<file path="src/design/dr_consts.svh">
`ifndef DR_CONSTS_SVH
`define DR_CONSTS_SVH

// Request ids handed out by one directory bank, id 0 never leaves the bank
`define DR_REQIDS     16
`define DR_REQIDBITS  4

// Memory side address and line format
`define DR_PADDRBITS  32
`define DR_LINEBITS   64
`define DR_MASKBITS   8

// Ids that an L2 attaches to its requests
`define DR_NIDBITS    5
`define DR_L2IDBITS   6

// Command and ack code widths
`define DR_CMDBITS    3
`define DR_ACKBITS    3

`endif

</file>
<file path="src/design/dr_pkg.sv">
package dr_pkg;

`include "dr_consts.svh"

  typedef logic [`DR_REQIDBITS-1:0] drid_t;

  // DCMD_I carries no line, every other code is written back
  typedef enum logic [1:0] {
    DCMD_I = 2'b00,
    DCMD_S = 2'b01,
    DCMD_E = 2'b10,
    DCMD_M = 2'b11
  } dcmd_e;

  typedef struct packed {
    logic [`DR_PADDRBITS-1:0] paddr;
    logic [`DR_CMDBITS-1:0]   cmd;
    logic [`DR_NIDBITS-1:0]   nid;
    logic [`DR_L2IDBITS-1:0]  l2id;
  } l2_req_t;

  // Memory only sees the DRID, the L2 ids stay in the bank
  typedef struct packed {
    logic [`DR_PADDRBITS-1:0] paddr;
    logic [`DR_CMDBITS-1:0]   cmd;
    drid_t                    drid;
  } mem_req_t;

  typedef struct packed {
    drid_t                   drid;
    logic [`DR_ACKBITS-1:0]  ack;
    logic [`DR_LINEBITS-1:0] line;
  } mem_ack_t;

  typedef struct packed {
    logic [`DR_NIDBITS-1:0]  nid;
    logic [`DR_L2IDBITS-1:0] l2id;
    logic [`DR_ACKBITS-1:0]  snack;
    logic [`DR_LINEBITS-1:0] line;
  } snack_t;

  typedef struct packed {
    logic [`DR_PADDRBITS-1:0] paddr;
    logic [`DR_LINEBITS-1:0]  line;
    logic [`DR_MASKBITS-1:0]  mask;
    dcmd_e                    dcmd;
    logic [`DR_NIDBITS-1:0]   nid;
    logic [`DR_L2IDBITS-1:0]  l2id;
  } disp_t;

  typedef struct packed {
    logic [`DR_PADDRBITS-1:0] paddr;
    logic [`DR_LINEBITS-1:0]  line;
    logic [`DR_MASKBITS-1:0]  mask;
  } wb_t;

  typedef struct packed {
    logic [`DR_NIDBITS-1:0]  nid;
    logic [`DR_L2IDBITS-1:0] l2id;
  } dack_t;

  // One entry of the id table, same layout as a dack
  typedef struct packed {
    logic [`DR_NIDBITS-1:0]  nid;
    logic [`DR_L2IDBITS-1:0] l2id;
  } req_ids_t;

endpackage

</file>
<file path="src/design/directory_bank.sv">
`timescale 1ns/1ns

module directory_bank (
   input  logic              clk
  ,input  logic              rst

  // L2 side
  ,input  logic              l2todr_req_valid
  ,output logic              l2todr_req_retry
  ,input  dr_pkg::l2_req_t   l2todr_req

  ,output logic              drtol2_snack_valid
  ,input  logic              drtol2_snack_retry
  ,output dr_pkg::snack_t    drtol2_snack

  ,input  logic              l2todr_disp_valid
  ,output logic              l2todr_disp_retry
  ,input  dr_pkg::disp_t     l2todr_disp

  ,output logic              drtol2_dack_valid
  ,input  logic              drtol2_dack_retry
  ,output dr_pkg::dack_t     drtol2_dack

  // Memory side
  ,output logic              drtomem_req_valid
  ,input  logic              drtomem_req_retry
  ,output dr_pkg::mem_req_t  drtomem_req

  ,input  logic              memtodr_ack_valid
  ,output logic              memtodr_ack_retry
  ,input  dr_pkg::mem_ack_t  memtodr_ack

  ,output logic              drtomem_wb_valid
  ,input  logic              drtomem_wb_retry
  ,output dr_pkg::wb_t       drtomem_wb
);

  // Table write from the request side
  logic             wr_valid;
  logic             wr_retry;
  dr_pkg::drid_t    wr_drid;
  dr_pkg::req_ids_t wr_ids;

  // Table read from the ack side and its result
  logic             rd_valid;
  logic             rd_retry;
  dr_pkg::drid_t    rd_drid;
  logic             rd_data_valid;
  logic             rd_data_retry;
  dr_pkg::req_ids_t rd_data;

  // DRID handed back to the free vector
  logic             release_valid;
  dr_pkg::drid_t    release_drid;

  dr_req_issue req_issue (
     .clk (clk), .rst (rst)
    ,.l2todr_req_valid  (l2todr_req_valid),  .l2todr_req_retry  (l2todr_req_retry)
    ,.l2todr_req        (l2todr_req)
    ,.drtomem_req_valid (drtomem_req_valid), .drtomem_req_retry (drtomem_req_retry)
    ,.drtomem_req       (drtomem_req)
    ,.wr_valid (wr_valid), .wr_retry (wr_retry), .wr_drid (wr_drid), .wr_ids (wr_ids)
    ,.release_valid (release_valid), .release_drid (release_drid)
  );

  dr_id_table id_table (
     .clk (clk), .rst (rst)
    ,.wr_valid (wr_valid), .wr_retry (wr_retry), .wr_drid (wr_drid), .wr_ids (wr_ids)
    ,.rd_valid (rd_valid), .rd_retry (rd_retry), .rd_drid (rd_drid)
    ,.rd_data_valid (rd_data_valid), .rd_data_retry (rd_data_retry), .rd_data (rd_data)
    ,.release_valid (release_valid), .release_drid (release_drid)
  );

  dr_ack_return ack_return (
     .clk (clk), .rst (rst)
    ,.memtodr_ack_valid  (memtodr_ack_valid),  .memtodr_ack_retry  (memtodr_ack_retry)
    ,.memtodr_ack        (memtodr_ack)
    ,.rd_valid (rd_valid), .rd_retry (rd_retry), .rd_drid (rd_drid)
    ,.rd_data_valid (rd_data_valid), .rd_data_retry (rd_data_retry), .rd_data (rd_data)
    ,.drtol2_snack_valid (drtol2_snack_valid), .drtol2_snack_retry (drtol2_snack_retry)
    ,.drtol2_snack       (drtol2_snack)
  );

  dr_disp_path disp_path (
     .clk (clk), .rst (rst)
    ,.l2todr_disp_valid (l2todr_disp_valid), .l2todr_disp_retry (l2todr_disp_retry)
    ,.l2todr_disp       (l2todr_disp)
    ,.drtomem_wb_valid  (drtomem_wb_valid),  .drtomem_wb_retry  (drtomem_wb_retry)
    ,.drtomem_wb        (drtomem_wb)
    ,.drtol2_dack_valid (drtol2_dack_valid), .drtol2_dack_retry (drtol2_dack_retry)
    ,.drtol2_dack       (drtol2_dack)
  );

endmodule

</file>
<file path="src/design/dr_ack_return.sv">
`timescale 1ns/1ns

module dr_ack_return (
   input  logic              clk
  ,input  logic              rst

  ,input  logic              memtodr_ack_valid
  ,output logic              memtodr_ack_retry
  ,input  dr_pkg::mem_ack_t  memtodr_ack

  ,output logic              rd_valid
  ,input  logic              rd_retry
  ,output dr_pkg::drid_t     rd_drid

  ,input  logic              rd_data_valid
  ,output logic              rd_data_retry
  ,input  dr_pkg::req_ids_t  rd_data

  ,output logic              drtol2_snack_valid
  ,input  logic              drtol2_snack_retry
  ,output dr_pkg::snack_t    drtol2_snack
);

  logic             ack_in_valid;
  logic             ack_in_retry;
  logic             ack_q_valid;
  logic             ack_q_retry;
  dr_pkg::mem_ack_t ack_q;

  logic             snack_next_valid;
  logic             snack_next_retry;
  dr_pkg::snack_t   snack_next;

  // Fork the ack into its holding stage and a table lookup
  assign memtodr_ack_retry = ack_in_retry || rd_retry;
  assign ack_in_valid      = memtodr_ack_valid && !rd_retry;
  assign rd_valid          = memtodr_ack_valid && !ack_in_retry;
  assign rd_drid           = memtodr_ack.drid;

  // Holds the ack code and line while the table read is in flight
  fluid_flop #(.payload_t(dr_pkg::mem_ack_t)) ack_ff (
     .clk       (clk)
    ,.rst       (rst)
    ,.din_valid (ack_in_valid)
    ,.din_retry (ack_in_retry)
    ,.din       (memtodr_ack)
    ,.q_valid   (ack_q_valid)
    ,.q_retry   (ack_q_retry)
    ,.q         (ack_q)
  );

  // Join, both sides were forked together so their heads always belong to the same ack
  assign snack_next_valid = ack_q_valid && rd_data_valid;
  assign ack_q_retry      = snack_next_retry || !rd_data_valid;
  assign rd_data_retry    = snack_next_retry || !ack_q_valid;

  assign snack_next.nid   = rd_data.nid;
  assign snack_next.l2id  = rd_data.l2id;
  assign snack_next.snack = ack_q.ack;
  assign snack_next.line  = ack_q.line;

  fluid_flop #(.payload_t(dr_pkg::snack_t)) snack_ff (
     .clk       (clk)
    ,.rst       (rst)
    ,.din_valid (snack_next_valid)
    ,.din_retry (snack_next_retry)
    ,.din       (snack_next)
    ,.q_valid   (drtol2_snack_valid)
    ,.q_retry   (drtol2_snack_retry)
    ,.q         (drtol2_snack)
  );

endmodule

</file>
<file path="src/design/dr_disp_path.sv">
`timescale 1ns/1ns

module dr_disp_path (
   input  logic            clk
  ,input  logic            rst

  ,input  logic            l2todr_disp_valid
  ,output logic            l2todr_disp_retry
  ,input  dr_pkg::disp_t   l2todr_disp

  ,output logic            drtomem_wb_valid
  ,input  logic            drtomem_wb_retry
  ,output dr_pkg::wb_t     drtomem_wb

  ,output logic            drtol2_dack_valid
  ,input  logic            drtol2_dack_retry
  ,output dr_pkg::dack_t   drtol2_dack
);

  logic          has_data;
  logic          wb_next_valid;
  logic          wb_next_retry;
  dr_pkg::wb_t   wb_next;
  logic          dack_next_valid;
  logic          dack_next_retry;
  dr_pkg::dack_t dack_next;

  // Only a displacement that carries a line goes to memory
  assign has_data = l2todr_disp.dcmd != dr_pkg::DCMD_I;

  // Conditional fork, the writeback side drops out when there is no line
  assign l2todr_disp_retry = dack_next_retry || (has_data && wb_next_retry);
  assign wb_next_valid     = l2todr_disp_valid && has_data && !dack_next_retry;
  assign dack_next_valid   = l2todr_disp_valid && (!has_data || !wb_next_retry);

  assign wb_next.paddr = l2todr_disp.paddr;
  assign wb_next.line  = l2todr_disp.line;
  assign wb_next.mask  = l2todr_disp.mask;

  // The dack returns the displacement's own ids
  assign dack_next.nid  = l2todr_disp.nid;
  assign dack_next.l2id = l2todr_disp.l2id;

  fluid_flop #(.payload_t(dr_pkg::wb_t)) wb_ff (
     .clk       (clk)
    ,.rst       (rst)
    ,.din_valid (wb_next_valid)
    ,.din_retry (wb_next_retry)
    ,.din       (wb_next)
    ,.q_valid   (drtomem_wb_valid)
    ,.q_retry   (drtomem_wb_retry)
    ,.q         (drtomem_wb)
  );

  fluid_flop #(.payload_t(dr_pkg::dack_t)) dack_ff (
     .clk       (clk)
    ,.rst       (rst)
    ,.din_valid (dack_next_valid)
    ,.din_retry (dack_next_retry)
    ,.din       (dack_next)
    ,.q_valid   (drtol2_dack_valid)
    ,.q_retry   (drtol2_dack_retry)
    ,.q         (drtol2_dack)
  );

endmodule

</file>
<file path="src/design/dr_id_table.sv">
`timescale 1ns/1ns
`include "dr_consts.svh"

module dr_id_table (
   input  logic              clk
  ,input  logic              rst

  ,input  logic              wr_valid
  ,output logic              wr_retry
  ,input  dr_pkg::drid_t     wr_drid
  ,input  dr_pkg::req_ids_t  wr_ids

  ,input  logic              rd_valid
  ,output logic              rd_retry
  ,input  dr_pkg::drid_t     rd_drid

  ,output logic              rd_data_valid
  ,input  logic              rd_data_retry
  ,output dr_pkg::req_ids_t  rd_data

  ,output logic              release_valid
  ,output dr_pkg::drid_t     release_drid
);

  // Node id and L2 id of each outstanding request, indexed by DRID
  dr_pkg::req_ids_t ids_mem [`DR_REQIDS];

  // Arbiter state, low while reads are preferred
  logic pref_write;

  logic out_ready;
  logic rd_accept;
  logic wr_accept;

  // The read data register can take a new read when empty or draining
  assign out_ready = !rd_data_valid || !rd_data_retry;

  // Read loses to a write in the write-preferred state, and also waits on its output register
  assign rd_retry = (wr_valid && pref_write) || !out_ready;

  // A write loses only to a read that can actually go this cycle
  assign wr_retry = rd_valid && !pref_write && out_ready;

  assign rd_accept = rd_valid && !rd_retry;
  assign wr_accept = wr_valid && !wr_retry;

  // The DRID is free again once its ids have been read out
  assign release_valid = rd_accept;
  assign release_drid  = rd_drid;

  // Preference flips to the other side after each granted operation
  always_ff @(posedge clk) begin
    if (rst) begin
      pref_write <= 1'b0;
    end else if (rd_accept) begin
      pref_write <= 1'b1;
    end else if (wr_accept) begin
      pref_write <= 1'b0;
    end
  end

  always_ff @(posedge clk) begin
    if (wr_accept) begin
      ids_mem[wr_drid] <= wr_ids;
    end
  end

  // Read result stays put while the consumer retries
  always_ff @(posedge clk) begin
    if (rst) begin
      rd_data_valid <= 1'b0;
    end else if (out_ready) begin
      rd_data_valid <= rd_accept;
    end
  end

  always_ff @(posedge clk) begin
    if (rd_accept) begin
      rd_data <= ids_mem[rd_drid];
    end
  end

endmodule

</file>
<file path="src/design/dr_req_issue.sv">
`timescale 1ns/1ns
`include "dr_consts.svh"

module dr_req_issue (
   input  logic              clk
  ,input  logic              rst

  ,input  logic              l2todr_req_valid
  ,output logic              l2todr_req_retry
  ,input  dr_pkg::l2_req_t   l2todr_req

  ,output logic              drtomem_req_valid
  ,input  logic              drtomem_req_retry
  ,output dr_pkg::mem_req_t  drtomem_req

  ,output logic              wr_valid
  ,input  logic              wr_retry
  ,output dr_pkg::drid_t     wr_drid
  ,output dr_pkg::req_ids_t  wr_ids

  ,input  logic              release_valid
  ,input  dr_pkg::drid_t     release_drid
);

  // One bit per DRID, set while the DRID is free
  logic [`DR_REQIDS-1:0] free_vec;
  dr_pkg::drid_t         free_drid;
  logic                  drid_avail;

  dr_pkg::mem_req_t      mem_req_next;
  logic                  mem_req_next_valid;
  logic                  mem_req_next_retry;
  logic                  req_accept;

  // Priority encoder, scanning down so the lowest free DRID wins
  // Bit 0 is skipped since DRID 0 is reserved
  always_comb begin
    free_drid  = '0;
    drid_avail = 1'b0;
    for (int i = `DR_REQIDS - 1; i > 0; i--) begin
      if (free_vec[i]) begin
        free_drid  = dr_pkg::drid_t'(i);
        drid_avail = 1'b1;
      end
    end
  end

  // Fork of the request into the memory stage and the table write
  // Each side only sees valid when the other side can take it too
  assign l2todr_req_retry   = !drid_avail || mem_req_next_retry || wr_retry;
  assign mem_req_next_valid = l2todr_req_valid && drid_avail && !wr_retry;
  assign wr_valid           = l2todr_req_valid && drid_avail && !mem_req_next_retry;
  assign req_accept         = l2todr_req_valid && !l2todr_req_retry;

  // Memory gets the DRID in place of the L2 ids
  assign mem_req_next.paddr = l2todr_req.paddr;
  assign mem_req_next.cmd   = l2todr_req.cmd;
  assign mem_req_next.drid  = free_drid;

  assign wr_drid     = free_drid;
  assign wr_ids.nid  = l2todr_req.nid;
  assign wr_ids.l2id = l2todr_req.l2id;

  // Allocated and released DRIDs never collide, one is free and the other busy
  always_ff @(posedge clk) begin
    if (rst) begin
      free_vec <= {{(`DR_REQIDS-1){1'b1}}, 1'b0};
    end else begin
      if (req_accept) begin
        free_vec[free_drid] <= 1'b0;
      end
      if (release_valid) begin
        free_vec[release_drid] <= 1'b1;
      end
    end
  end

  fluid_flop #(.payload_t(dr_pkg::mem_req_t)) mem_req_ff (
     .clk       (clk)
    ,.rst       (rst)
    ,.din_valid (mem_req_next_valid)
    ,.din_retry (mem_req_next_retry)
    ,.din       (mem_req_next)
    ,.q_valid   (drtomem_req_valid)
    ,.q_retry   (drtomem_req_retry)
    ,.q         (drtomem_req)
  );

endmodule

</file>
<file path="src/design/fluid_flop.sv">
`timescale 1ns/1ns

module fluid_flop #(
  parameter type payload_t = logic
) (
   input  logic     clk
  ,input  logic     rst

  ,input  logic     din_valid
  ,output logic     din_retry
  ,input  payload_t din

  ,output logic     q_valid
  ,input  logic     q_retry
  ,output payload_t q
);

  // Second entry catches the item that arrives while q is stalled
  logic     skid_valid;
  payload_t skid;
  logic     q_free;

  // The input only stalls once both entries hold data, so retry is a pure flop output
  assign din_retry = skid_valid;

  // Output register takes a new item when empty or when its item leaves this cycle
  assign q_free = !q_valid || !q_retry;

  always_ff @(posedge clk) begin
    if (rst) begin
      q_valid    <= 1'b0;
      skid_valid <= 1'b0;
    end else if (q_free) begin
      // Skid drains first, which keeps the items in order
      q_valid    <= skid_valid || din_valid;
      skid_valid <= 1'b0;
    end else if (din_valid && !skid_valid) begin
      skid_valid <= 1'b1;
    end
  end

  always_ff @(posedge clk) begin
    if (q_free) begin
      q <= skid_valid ? skid : din;
    end
    if (!q_free && !skid_valid) begin
      skid <= din;
    end
  end

endmodule

</file>
<file path="config.mk">
export PLATFORM = sky130hd
export DESIGN_NAME = directory_bank
export DESIGN_NICKNAME = d
export VERILOG_FILES = /design/src/design/dr_pkg.sv /design/src/design/directory_bank.sv /design/src/design/dr_ack_return.sv /design/src/design/dr_disp_path.sv /design/src/design/dr_id_table.sv /design/src/design/dr_req_issue.sv /design/src/design/fluid_flop.sv
export VERILOG_INCLUDE_DIRS = /design/src /design/src/design
export SDC_FILE = /design/constraint.sdc
export NUM_CORES = 1
export LEC_CHECK = 0
export BUFFER_PORTS_ARGS = -buffer_cell sky130_fd_sc_hd__buf_4
export CORE_MARGIN = 5
export CORE_UTILIZATION = 50
export CTS_BUF_LIST = sky130_fd_sc_hd__clkbuf_2
export DETAILED_ROUTE_END_ITERATION = 10
export GPL_TIMING_DRIVEN = 0
export PLACE_DENSITY = 0.77
export SETUP_SLACK_MARGIN = 0.3
export SYNTH_ARGS = -nofsm -noshare
export SYNTH_HDL_FRONTEND = slang
export SYNTH_SLANG_ARGS = --single-unit
</file>
<file path="constraint.sdc">
create_clock -name clk -period 33.5 [get_ports clk]
set_input_delay 0 -clock clk [delete_from_list [all_inputs] [get_ports clk]]
set_output_delay 0 -clock clk [all_outputs]
set_load 0.02 [all_outputs]
</file>
==> metrics.cfg, run 1 <==
[place]
dp_cells = 2645
dpl_cell_area_um2 = 34900
gp_congestion = 0.908
port_buffers = 479
dpl.hpwl_mm = 48.3

[synthesis]
synth_area_um2 = 29800
syn_area_per_cell_um2 = 21.8
ys_seq_area_frac = 0.808
yosysWarnings = 0
yosys.cell_types.count = 47
yosys_register_bits = 812
synth_cells = 1367

[clocking]
post_cts_buffers = 0
htree_levels = 4
hold_buffers = 601
cts_buffers = 196
cts_buffer_depth = 3
postCtsResizedCells = 0
cts-root-buf = clkbuf_2
numClockSinks = 812

[floorplanning]
die_w_um = 254
rows = 89
ios = 482
start_util = 0.506
die_h_um = 254

[status]
error_line = [ERROR RSZ-0060] Max buffer count reached.
failed_stage = clock tree synthesis
status = aborted with a tool error

[stage by stage]
stage                     utilization  worst slack [ns]  hold WS [ns]
after detailed placement        0.591             30.19         0.188
after floorplan                     -             22.38        0.0989
after global placement          0.584             10.92         0.188
[cell families after synthesis]
kind of cell	after synthesis	share of synthesized area
AOI/OAI and AO/OA	46	0.0119
other	1	0.000126
DFF	812	0.808
muxes	353	0.154
and+or+nand+nor	90	0.0176
buffers and inverters	65	0.00834
[Yosys cell counts (all sizes together)]
library cell / n / area share
nor3b: 4 / 0.0012
nand4: 5 / 0.0010
and3: 1 / 0.00021
buf: 20 / 0.0027
nor2b: 6 / 0.0013
o22ai: 1 / 0.00021
or3b: 3 / 0.00088
dfxtp: 27 / 0.018
nand3b: 3 / 0.00075
mux2: 298 / 0.11
a21boi: 1 / 0.00025
nor3: 8 / 0.0017
a211o: 1 / 0.00029
mux4: 55 / 0.042
nand3: 1 / 0.00017
or2: 1 / 0.00021
or4: 4 / 0.0011
a21oi: 12 / 0.0020
nand2: 8 / 0.0010
a21o: 3 / 0.00075
conb: 1 / 0.00013
edfxtp: 785 / 0.79
nor2: 30 / 0.0039
or3: 3 / 0.00063
a31oi: 1 / 0.00021
nor4: 4 / 0.0016
clkbuf: 33 / 0.0042
o31a: 2 / 0.00059
inv: 12 / 0.0015
a221oi: 2 / 0.00059
nand2b: 7 / 0.0015
o41ai: 3 / 0.00088
and3b: 1 / 0.00029
and2: 1 / 0.00021
o31ai: 2 / 0.00050
o41a: 1 / 0.00071
a221o: 12 / 0.0040
o21ai: 5 / 0.00084
==> run 2, diff against run 1 <==
CORE_UTILIZATION = 35   (was 50)
CTS_BUF_LIST = default   (was sky130_fd_sc_hd__clkbuf_2)
PLACE_DENSITY = default   (was 0.77)
PLACE_DENSITY_LB_ADDON = 0.15   (was default)
SETUP_SLACK_MARGIN = default   (was 0.3)
==> run 2 against run 1 <==
The flow now finishes without violations. Area after synthesis unchanged. Synthesized cell count is the same.
==> metrics.cfg, run 2 <==
[sta]
tightestPinTransition_ns = 1.30
skew_ns = 0.0238
hold_violations = 0
max_freq_mhz = 311
rsz0062_at_grt = false
period_share = 0.0960
fin_crit_ns = 3.22
finalSetupViolCount = 0
slew_headroom = 0.133
fin_ws_ns = 30.28
final.setup.tns_ns = 0
drv_slew = 0

[cells_and_area]
fillers = 7261
finalInstanceArea_um2 = 40800
fin_nets = 2451
top_regs = id_table.ids_mem: 176 flops, disp_path.wb_ff.q: 104 flops, disp_path.wb_ff.skid: 104 flops
layout_common_cells = edfxtp_1 (785), buf_4 (480), mux2_2 (298)
area_growth_pct = 36.6
max_flop_register = id_table.ids_mem
final_core_util = 0.480
drive_above_1_share = 0.442
largest_reg_flops = 176
layout_commonest_cell = edfxtp_1

[pwr]
power.density_nw_per_um2 = 59.1
power.leakage_nw = 14.6
total_power_w = 0.00241
irDropWorstVdd_uv = 36.4

[status]
status = finished clean  ; was aborted with a tool error

[global_routing]
grt_pass1_wl_mm = 110
overflow = 0
antenna_found_initial = 3
grt_max_degree = 57
gr-usage-all-layers = 0.161
grt_pass1_vias = 17200

[synthesis]
async_flop_share = 0  ; unchanged
yosys_register_bits = 812  ; unchanged
yosys.area.top_type_share = 0.790  ; unchanged
syn_area_per_cell_um2 = 21.8  ; unchanged
synthTopCellsByArea = edfxtp_1 (79%), mux2_2 (11%), mux4_2 (4.2%)  ; unchanged
yosys.cell_types.count = 47  ; unchanged
synth_edf_count = 785  ; unchanged
synth_area_um2 = 29800  ; unchanged
synth_top_flop_cell = edfxtp_1  ; unchanged
synth_cells = 1367  ; unchanged
yosysTopAreaCell = edfxtp_1  ; unchanged
synth.most_common_cell = edfxtp_1  ; unchanged
yosysWarnings = 0  ; unchanged
ys_seq_area_frac = 0.808  ; unchanged
synthTopCellsByCount = edfxtp_1 (785), mux2_2 (298), mux4_2 (55), clkbuf_1 (33), nor2_1 (29)  ; unchanged

[route]
dr_total_vias = 16100
totalWireLength_mm = 75.7
drc = 0
wire_per_inst_um = 22.1
dr.pass1.iters = 4
ant_nets = 0
drtIter0Drc = 995
vias_per_cell = 4.69

[place]
dpl_cell_area_um2 = 35400  ; was 34900 um2
gp_congestion = 0.823  ; was 0.908
dp_slack_ns = 30.31  ; was 30.19 ns
dpl.hpwl_mm = 51.5  ; was 48.3 mm
port_buffers = 479  ; unchanged

[worst_setup_path]
critPathRequiredTime_ns = 33.75
end_kind = flip-flop
crit_fanout = 11
worstPathArrival_ns = 3.47
critPathLaunchType = flip-flop
worstSetupPathType = reg2reg

[floorplanning]
rows = 107  ; was 89
die_area_um2 = 91200
die_w_um = 302  ; was 254 um
core_area_um2 = 84900
start_util = 0.352  ; was 0.506
die_h_um = 302  ; was 254 um
ios = 482  ; unchanged

[clocking]
htree_levels = 3  ; was 4
postCtsResizedCells = 0  ; unchanged
post_cts_buffers = 0  ; unchanged
clock_latency_ns = 0.63
cts-root-buf = clkbuf_16  ; was clkbuf_2
numClockSinks = 812  ; unchanged
cts_buffer_depth = 3  ; unchanged
path_clk_slew_ns = 0.07
cts_buffers = 89  ; was 196
hold_buffers = 241  ; was 601
cts_tree = built

[min_path]
hp-class = in2reg

[run]
max_cap_viol_count = 0

==> run 2: cell counts after synthesis <==
Identical to the previous run, type by type.
==> run 2: per-stage QoR <==
stage / cells / hold slack [ns]
finish: 3429 / 0.0295
global route: 3425 / 0.0587
CTS: 3425 / 0.0323
detailed placement: 3020 / 0.188
global placement: 3000 / 0.187
floorplan: 1377 / 0.0989
==> run 2: cell type report <==
type,instances,area [um2],area share
clock inverters,51,543,0.0133
clock buffers,113,2390,0.0587
plain buffers,53,204,0.00500
diodes,4,10.0,0.000246
repair buffers,740,6420,0.158
inverters,12,45.0,0.00111
flip-flops and latches,812,24100,0.592
multi-input cells,500,5600,0.137
well taps,1144,1430,0.0351
==> run 2: cell families after synthesis <==
| logic type | count (synthesis) | share of synthesized area |
|---|---|---|
| buffers and inverters | 65 | 0.00834 |
| AND/OR/NAND/NOR | 90 | 0.0176 |
| AO/OA/AOI/OAI | 46 | 0.0119 |
| multiplexers | 353 | 0.154 |
| flip-flops | 812 | 0.808 |
| other | 1 | 0.000126 |
==> run 2: worst paths after layout <==
check / startpoint / end / slack [ns] / depth (start not counted)
worst min register to register: ack_return.ack_ff.q[59] / ack_return.snack_ff.skid[59] / 0.43 / 0
worst max-delay path: ack_return.ack_ff.din_retry / id_table.ids_mem[15][0] / 30.28 / 6
worst min-delay path: drtol2_snack_retry / ack_return.snack_ff.q_valid / 0.03 / 3
worst max register to register: ack_return.ack_ff.din_retry / id_table.ids_mem[15][0] / 30.28 / 6
==> run 2: worst max-delay path: stages, from the launching register on <==
cell and delay, ns:
dfxtp_1 0.30, clkbuf_1 0.58, nor3b_1 0.13, o21ai_1 0.37, nand4_1 0.41, or3b_1 0.51, inv_1 0.54
==> run 2: power by group <==
group          switching [W]  leakage (nW)  internal (W)  total [W]
combinational       0.000115          5.40      0.000107   0.000221
sequential         0.0000186          7.78       0.00118    0.00120
clock               0.000401          1.44      0.000584   0.000985
==> run 2: per-layer routing <==
| layer | global-route usage | up-vias | share of wire | wire length (um) |
|---|---|---|---|---|
| met4 | 0.0564 | 2 | 0.033 | 2460 |
| met5 | 0 | - | 0.00017 | 13 |
| met2 | 0.282 | 411 | 0.51 | 39000 |
| met3 | 0.0329 | 131 | 0.050 | 3770 |
| li1 | - | 7263 | - | - |
| met1 | 0.199 | 8260 | 0.40 | 30500 |
Note: power is estimated with default switching activity, not from simulation.
